===== src/hw/ntt_ctrl_pkg.sv =====
package ntt_ctrl_pkg;

    localparam int NUM_PASSES = 3;
    localparam int PASS_W     = (NUM_PASSES > 1) ? $clog2(NUM_PASSES) : 1;

    // butterflies issued per pass
    localparam int BU_TOTAL = 64;

    localparam int IDX_W     = 7;
    localparam int TF_ADDR_W = IDX_W + 2;

    // twiddle table row length
    localparam int TF_ROW = 64;

    // butterflies per group, one entry per pass
    localparam logic [IDX_W-1:0] GROUP_LEN [NUM_PASSES] = '{
        IDX_W'(64),
        IDX_W'(4),
        IDX_W'(32)
    };

    typedef enum logic [PASS_W-1:0] {
        PASS_0,
        PASS_1,
        PASS_2
    } pass_e;

    typedef enum logic [1:0] {
        INIT,
        RUN,
        DRAIN,
        FINISH
    } seq_state_e;

    typedef struct packed {
        pass_e            pass;
        logic [IDX_W-1:0] bu_idx;
        logic [IDX_W-1:0] group_idx;
        logic [IDX_W-1:0] tf_depth;
        logic             tf_wen;
    } bfly_cmd_t;

    // command as seen at the engine boundary
    typedef struct packed {
        bfly_cmd_t            cmd;
        logic [TF_ADDR_W-1:0] tf_addr;
    } bfly_issue_t;

endpackage


===== src/hw/ntt_pass_sequencer.sv =====
module ntt_pass_sequencer #(
    parameter int INIT_CYCLES  = 64,
    parameter int DRAIN_CYCLES = 12
) (
    input  logic                    clk,
    input  logic                    rst,
    input  logic                    operand_valid,
    input  logic                    push_ready,
    input  logic                    fifo_empty,
    input  logic                    issue_idle,
    output logic                    push_valid,
    output ntt_ctrl_pkg::bfly_cmd_t push_cmd,
    output logic                    done
);
    import ntt_ctrl_pkg::*;

    localparam int INIT_W  = $clog2(INIT_CYCLES + 1);
    localparam int DRAIN_W = $clog2(DRAIN_CYCLES + 1);

    // index of the last group in each pass
    localparam logic [IDX_W-1:0] LAST_GROUP [NUM_PASSES] = '{
        IDX_W'(BU_TOTAL / GROUP_LEN[0] - 1),
        IDX_W'(BU_TOTAL / GROUP_LEN[1] - 1),
        IDX_W'(BU_TOTAL / GROUP_LEN[2] - 1)
    };

    seq_state_e         state;
    pass_e              pass;
    logic [INIT_W-1:0]  init_cnt;
    logic [DRAIN_W-1:0] drain_cnt;
    logic [IDX_W-1:0]   cmd_cnt;
    logic [IDX_W-1:0]   bu_idx;
    logic [IDX_W-1:0]   group_idx;
    logic [IDX_W-1:0]   tf_depth;
    logic               tf_wen;
    logic               push_fire;
    logic               pass_last_cmd;
    logic               group_last;
    logic               drain_ok;
    logic               drain_last;

    assign push_valid    = (state == RUN) && operand_valid;
    assign push_fire     = push_valid && push_ready;
    assign pass_last_cmd = (cmd_cnt == IDX_W'(BU_TOTAL - 1));
    assign group_last    = (bu_idx == GROUP_LEN[pass] - IDX_W'(1));

    // drain only counts once nothing is left downstream
    assign drain_ok   = fifo_empty && issue_idle;
    assign drain_last = drain_ok && (drain_cnt == DRAIN_W'(DRAIN_CYCLES - 1));

    always_ff @(posedge clk or posedge rst) begin
        if (rst) begin
            state     <= INIT;
            pass      <= PASS_0;
            init_cnt  <= '0;
            drain_cnt <= '0;
        end else begin
            case (state)
                INIT: begin
                    if (init_cnt == INIT_W'(INIT_CYCLES - 1)) begin
                        state <= RUN;
                    end else begin
                        init_cnt <= init_cnt + 1'b1;
                    end
                end
                RUN: begin
                    if (push_fire && pass_last_cmd) begin
                        state <= DRAIN;
                    end
                end
                DRAIN: begin
                    if (!drain_ok) begin
                        drain_cnt <= '0;
                    end else if (drain_last) begin
                        drain_cnt <= '0;
                        if (pass == PASS_2) begin
                            state <= FINISH;
                        end else begin
                            state <= RUN;
                            pass  <= pass_e'(pass + 1'b1);
                        end
                    end else begin
                        drain_cnt <= drain_cnt + 1'b1;
                    end
                end
                FINISH: begin
                    state <= FINISH;
                end
                default: begin
                    state <= INIT;
                end
            endcase
        end
    end

    // counters only move on an accepted push
    always_ff @(posedge clk or posedge rst) begin
        if (rst) begin
            cmd_cnt   <= '0;
            bu_idx    <= '0;
            group_idx <= '0;
        end else if (push_fire) begin
            if (pass_last_cmd) begin
                cmd_cnt   <= '0;
                bu_idx    <= '0;
                group_idx <= '0;
            end else begin
                cmd_cnt <= cmd_cnt + 1'b1;
                if (group_last) begin
                    bu_idx    <= '0;
                    group_idx <= group_idx + 1'b1;
                end else begin
                    bu_idx <= bu_idx + 1'b1;
                end
            end
        end
    end

    // pass 2 alternates depth as 2 3 3 2
    always_comb begin
        tf_depth = IDX_W'(pass);
        if (pass == PASS_2) begin
            case (cmd_cnt[1:0])
                2'd1, 2'd2: tf_depth = IDX_W'(pass) + IDX_W'(1);
                default:    tf_depth = IDX_W'(pass);
            endcase
        end
    end

    assign tf_wen = (pass != PASS_0) && group_last && (group_idx != LAST_GROUP[pass]);

    assign push_cmd = '{
        pass:      pass,
        bu_idx:    bu_idx,
        group_idx: group_idx,
        tf_depth:  tf_depth,
        tf_wen:    tf_wen
    };

    assign done = (state == FINISH);

endmodule


===== src/hw/bfly_cmd_fifo.sv =====
module bfly_cmd_fifo #(
    parameter int FIFO_DEPTH = 4
) (
    input  logic                    clk,
    input  logic                    rst,
    input  logic                    push_valid,
    input  ntt_ctrl_pkg::bfly_cmd_t push_cmd,
    output logic                    push_ready,
    output logic                    pop_valid,
    output ntt_ctrl_pkg::bfly_cmd_t pop_cmd,
    input  logic                    pop_ready,
    output logic                    fifo_empty
);
    import ntt_ctrl_pkg::*;

    localparam int AW = (FIFO_DEPTH > 1) ? $clog2(FIFO_DEPTH) : 1;
    localparam int CW = $clog2(FIFO_DEPTH + 1);

    bfly_cmd_t       mem [FIFO_DEPTH];
    logic [AW-1:0]   wr_ptr;
    logic [AW-1:0]   rd_ptr;
    logic [CW-1:0]   count;
    logic [CW-1:0]   count_nxt;
    logic            full_q;
    logic            empty_q;
    logic            push_fire;
    logic            pop_fire;

    assign push_fire = push_valid && !full_q;
    assign pop_fire  = pop_ready && !empty_q;

    always_comb begin
        count_nxt = count;
        if (push_fire && !pop_fire) begin
            count_nxt = count + 1'b1;
        end else if (pop_fire && !push_fire) begin
            count_nxt = count - 1'b1;
        end
    end

    always_ff @(posedge clk or posedge rst) begin
        if (rst) begin
            wr_ptr  <= '0;
            rd_ptr  <= '0;
            count   <= '0;
            full_q  <= 1'b0;
            empty_q <= 1'b1;
        end else begin
            if (push_fire) begin
                wr_ptr <= (wr_ptr == AW'(FIFO_DEPTH - 1)) ? '0 : wr_ptr + 1'b1;
            end
            if (pop_fire) begin
                rd_ptr <= (rd_ptr == AW'(FIFO_DEPTH - 1)) ? '0 : rd_ptr + 1'b1;
            end
            count   <= count_nxt;
            full_q  <= (count_nxt == CW'(FIFO_DEPTH));
            empty_q <= (count_nxt == '0);
        end
    end

    always_ff @(posedge clk) begin
        if (push_fire) begin
            mem[wr_ptr] <= push_cmd;
        end
    end

    assign push_ready = !full_q;
    assign pop_valid  = !empty_q;
    assign pop_cmd    = mem[rd_ptr];
    assign fifo_empty = empty_q;

endmodule


===== src/hw/bfly_issue_stage.sv =====
module bfly_issue_stage (
    input  logic                      clk,
    input  logic                      rst,
    input  logic                      pop_valid,
    input  ntt_ctrl_pkg::bfly_cmd_t   pop_cmd,
    output logic                      pop_ready,
    output logic                      out_valid,
    output ntt_ctrl_pkg::bfly_issue_t out_cmd,
    input  logic                      out_ready,
    output logic                      issue_idle
);
    import ntt_ctrl_pkg::*;

    logic                 load;
    logic [TF_ADDR_W-1:0] tf_addr;

    // take a new command when empty or when the held one leaves
    assign pop_ready = !out_valid || out_ready;
    assign load      = pop_valid && pop_ready;

    // row of the current depth, column from the butterfly index
    assign tf_addr = TF_ADDR_W'(pop_cmd.tf_depth * TF_ROW + pop_cmd.bu_idx);

    always_ff @(posedge clk or posedge rst) begin
        if (rst) begin
            out_valid <= 1'b0;
        end else if (pop_ready) begin
            out_valid <= pop_valid;
        end
    end

    always_ff @(posedge clk) begin
        if (load) begin
            out_cmd.cmd     <= pop_cmd;
            out_cmd.tf_addr <= tf_addr;
        end
    end

    assign issue_idle = !out_valid;

endmodule


===== src/hw/ntt_ctrl_top.sv =====
module ntt_ctrl_top #(
    parameter int INIT_CYCLES  = 64,
    parameter int DRAIN_CYCLES = 12,
    parameter int FIFO_DEPTH   = 4
) (
    input  logic                      clk,
    input  logic                      rst,
    input  logic                      operand_valid,
    output logic                      out_valid,
    output ntt_ctrl_pkg::bfly_issue_t out_cmd,
    input  logic                      out_ready,
    output logic                      done
);
    import ntt_ctrl_pkg::*;

    logic      push_valid;
    logic      push_ready;
    bfly_cmd_t push_cmd;
    logic      pop_valid;
    logic      pop_ready;
    bfly_cmd_t pop_cmd;
    logic      fifo_empty;
    logic      issue_idle;

    ntt_pass_sequencer #(
        .INIT_CYCLES  (INIT_CYCLES),
        .DRAIN_CYCLES (DRAIN_CYCLES)
    ) u_seq (
        .clk           (clk),
        .rst           (rst),
        .operand_valid (operand_valid),
        .push_ready    (push_ready),
        .fifo_empty    (fifo_empty),
        .issue_idle    (issue_idle),
        .push_valid    (push_valid),
        .push_cmd      (push_cmd),
        .done          (done)
    );

    bfly_cmd_fifo #(
        .FIFO_DEPTH (FIFO_DEPTH)
    ) u_fifo (
        .clk        (clk),
        .rst        (rst),
        .push_valid (push_valid),
        .push_cmd   (push_cmd),
        .push_ready (push_ready),
        .pop_valid  (pop_valid),
        .pop_cmd    (pop_cmd),
        .pop_ready  (pop_ready),
        .fifo_empty (fifo_empty)
    );

    bfly_issue_stage u_issue (
        .clk        (clk),
        .rst        (rst),
        .pop_valid  (pop_valid),
        .pop_cmd    (pop_cmd),
        .pop_ready  (pop_ready),
        .out_valid  (out_valid),
        .out_cmd    (out_cmd),
        .out_ready  (out_ready),
        .issue_idle (issue_idle)
    );

endmodule


===== config.mk =====
export PLATFORM = sky130hd
export DESIGN_NAME = ntt_ctrl_top
export DESIGN_NICKNAME = d
export VERILOG_FILES = /design/src/hw/ntt_ctrl_pkg.sv /design/src/hw/ntt_pass_sequencer.sv /design/src/hw/bfly_cmd_fifo.sv /design/src/hw/bfly_issue_stage.sv /design/src/hw/ntt_ctrl_top.sv
export SDC_FILE = /design/constraint.sdc
export NUM_CORES = 1
export LEC_CHECK = 0
export BUFFER_PORTS_ARGS = -buffer_cell sky130_fd_sc_hd__buf_2
export CAP_MARGIN = 40
export CORE_MARGIN = 5
export CORE_UTILIZATION = 40
export DETAILED_ROUTE_END_ITERATION = 10
export GPL_TIMING_DRIVEN = 0
export PLACE_DENSITY = 0.59
export SLEW_MARGIN = 25
export SYNTH_ARGS = -nofsm -noshare
export SYNTH_HDL_FRONTEND = slang
export SYNTH_SLANG_ARGS = --single-unit

===== constraint.sdc =====
create_clock -name clk -period 2.4 [get_ports clk]
set_clock_uncertainty 0.1 [all_clocks]
set_input_delay 0.12 -clock clk [delete_from_list [all_inputs] [get_ports clk]]
set_output_delay 0.12 -clock clk [all_outputs]
set_load 0.02 [all_outputs]

==> results.md <==
* Largest net degree at the start of global routing at 28
* Post-DP HPWL at 7210 um
* Synth warn at 0
* Register area share after synthesis at 0.681
* Vias per cell at 5.04
* Status: completed
* Reg clk slew, reported paths at 0.06 ns
* Worst skew pair latency at 0.41 ns
* Worst path slowest cell: clkbuf_1
* Global-route wire length before repair at 18,500 um
* Area Growth Syn to Fin at 17.9%
* Remaining Overflow, GRT at 0
* Most used DFF post-synth: edfxtp_1
* Leak at 2.69 nW
* Post-route clock period utilization at 0.947
* Worst EP required at 2.47 ns
* Max incr delay on CP at 0.54 ns
* Initial antenna violation count at 0
* Fraction of registers with async set/reset at 0.309
* Most common cell after layout, fill and taps aside: edfxtp_1
* Initial DRT Pass Iterations at 6
* DP Area at 6740 um^2
* Buffers and inverters on the worst path at 1
* Hold Slack at 0.0372 ns
* Number of synthesized flops with an enable pin at 103
* CP arrival at 2.34 ns
* Avg Synthesized Cell Area at 15.6 um^2
* Fmax at 0.440 GHz
* PortBufs at 34
* Final-report hold violation count at 0
* Starting Density at 0.409
* Peak VDD IR at 0.484 mV
* CP most frequent cell: ha_1
* Endpoint class of the critical path: register
* H-tree depth at 4
* Type of the worst setup path: reg -> reg
* FP Rows at 45
* DRC violations left at 0
* Share of layout cells above drive strength 1 at 0.258
* Antenna Cells at 0
* Io pins at 39
* Critical Path Fanout Max at 10
* Worst Tran Pin Value at 0.688 ns
* Unrepaired setup endpoints after global routing: yes
* DR WL/cell at 16.5 um
* Post-synth cell types at 60
* Yosys reg bits at 149
* TritonCTS Buffers at 17
* Total GRT Usage at 0.133
* Die ar. at 18,200 um^2
* ANT nets after route at 0
* Max Cap Viol at 0
* Via Count at 3,446
* Final WL at 11,300 um
* Power per cell area at 1190 nW/um^2
* Fin Setup TNS at 0 ns
* Maximum clock insertion buffer count at 2
* CP startpoint kind: register
* Design Area, Final at 7350 um^2
* Commonest cells after routing, fill and taps aside: 103 x edfxtp_1, 43 x dfrtp_1, 35 x buf_2, 31 x nand2_1, 20 x mux4_2
* Core Region at 15,300 um^2
* Top delay family on crit path: buffers and inverters
* Flop2flop setup slack at 0.13 ns
* Post-layout minimum cycle time at 2.27 ns
* Slew headroom at 0.541
* CP Cell Sequence: clkbuf_1 > mux4_2 > ha_1 > ha_1 > xor2_1
* Nets at 482
* Post-Synthesis Cells at 399
* Setup violators final at 0
* Hold Crit Class: in -> reg
* Slew Limit Fails at 0
* Final Wtd Congestion at 0.788
* Clock Sinks at 149
* Mapped cell area at 6240 um^2
* Die width at 135 um
* Vias in the first global route at 3,609
* Iteration-0 DRC Markers at 208
* Die Ht at 135 um
* Post-layout util at 0.482
* CTS tree: yes
* Clock root cell: clkbuf_16
stage by stage:
| step | setup WS (ns) | instances | power (mW) |
|---|---|---|---|
| 5_1_grt | -0.0246 | 684 | 9.23 |
| 3_3_place_gp | -0.703 | 647 | 6.27 |
| 3_5_place_dp | -0.306 | 649 | 6.40 |
| 6_report | 0.126 | 684 | 8.72 |
| 2_1_floorplan | 0.0395 | 402 | 5.63 |
| 4_1_cts | 0.0237 | 682 | 8.82 |
cell type report:
cell class	instances	area [um^2]
fillers	1318	7910
clock inverters	10	75.1
clock buffers	22	464
plain buffers	21	129
multi-input cells	220	1890
flip-flops and latches	149	4250
repair buffers	38	235
inverters	13	48.8
well taps	211	264
state kept, by name (all words and copies together), names as in the netlist:
name,cells
u_seq.group_idx,7
u_fifo.full_q,1
u_fifo.count,3
u_seq.pass,2
u_issue.out_cmd,23
u_issue.out_valid,1
u_fifo.mem,80
u_seq.drain_cnt,4
u_seq.bu_idx,7
u_fifo.fifo_empty,1
u_fifo.wr_ptr,2
u_seq.init_cnt,7
u_seq.state,2
u_fifo.rd_ptr,2
u_seq.cmd_cnt,7
repair_timing:
action	in CTS	in global routing
gates cloned	0	1
pin swaps	0	2
endpoints found under the hold margin	46	0
gates resized for setup	4	6
setup buffers	0	1
endpoints found under the setup margin	8	60
hold buffers	1	0
worst reg2reg max path, delay by kind of cell (launching register included):
family	cells	cell delay (ns)
buffers and inverters	1	0.54
muxes	1	0.43
adders and majority gates	2	0.42
DFF	1	0.39
xor gates and xnor gates	1	0.16
final timing paths:
| check | cells after the start | to | start |
|---|---|---|---|
| hold / removal | 3 | u_issue.out_valid | out_ready |
| hold reg to reg | 1 | u_seq.init_cnt[4] | u_seq.init_cnt[4] |
| setup reg to reg | 5 | u_issue.out_cmd[8] | u_fifo.rd_ptr[1] |
| max in group asynchronous | 4 | u_seq.pass[1] | rst |
| min in group asynchronous | 3 | u_seq.init_cnt[0] | rst |
| setup / recovery | 5 | u_issue.out_cmd[8] | u_fifo.rd_ptr[1] |
synthesized netlist by cell type, types with 3 or more instances:
| cell type | number | area share |
|---|---|---|
| a21oi_1 | 6 | 0.0048 |
| xor2_1 | 3 | 0.0042 |
| o21ai_1 | 9 | 0.0072 |
| o21ai_0 | 9 | 0.0072 |
| or3_1 | 3 | 0.0030 |
| and2_1 | 5 | 0.0050 |
| nor2_1 | 13 | 0.0078 |
| buf_4 | 10 | 0.012 |
| buf_2 | 4 | 0.0032 |
| or4_1 | 5 | 0.0060 |
| ha_1 | 18 | 0.036 |
| nand3_1 | 12 | 0.0096 |
| inv_1 | 13 | 0.0078 |
| xnor2_1 | 11 | 0.015 |
| dfrtp_1 | 45 | 0.18 |
| nand2_1 | 31 | 0.019 |
| nand4_1 | 6 | 0.0060 |
| mux2_2 | 4 | 0.0072 |
| nor3_1 | 5 | 0.0040 |
| clkbuf_1 | 7 | 0.0042 |
| mux4_2 | 20 | 0.072 |
| o211ai_1 | 4 | 0.0048 |
| nand2b_1 | 4 | 0.0040 |
| and3_1 | 4 | 0.0040 |
| edfxtp_1 | 103 | 0.50 |
report_power, final:
part	switching (mW)	internal (mW)
Sequential	0.373	3.55
Clock	1.01	1.38
Combinational	1.42	0.993
kinds of logic (layout without fill, tap and decap cells):
group                    Yosys count  count (layout)  synth area share
other                              1               4          0.000601
buffers and inverters             34             104            0.0273
multiplexers                      27              27            0.0845
AO/OA/AOI/OAI                     53              54            0.0602
flip-flops                       149             149             0.681
XOR/XNOR                          14              14            0.0197
adder cells (fa/ha/maj)           18              18            0.0361
AND/OR/NAND/NOR                  103             103            0.0909
metal layers:
layer	up-vias	part of all wire	GRT usage
met3	6	0.041	0.0421
met4	0	0.0068	0.0436
met1	1737	0.43	0.162
met2	60	0.52	0.226
li1	1643	-	-
met5	-	0	0
(Power assumes the default switching activity.)
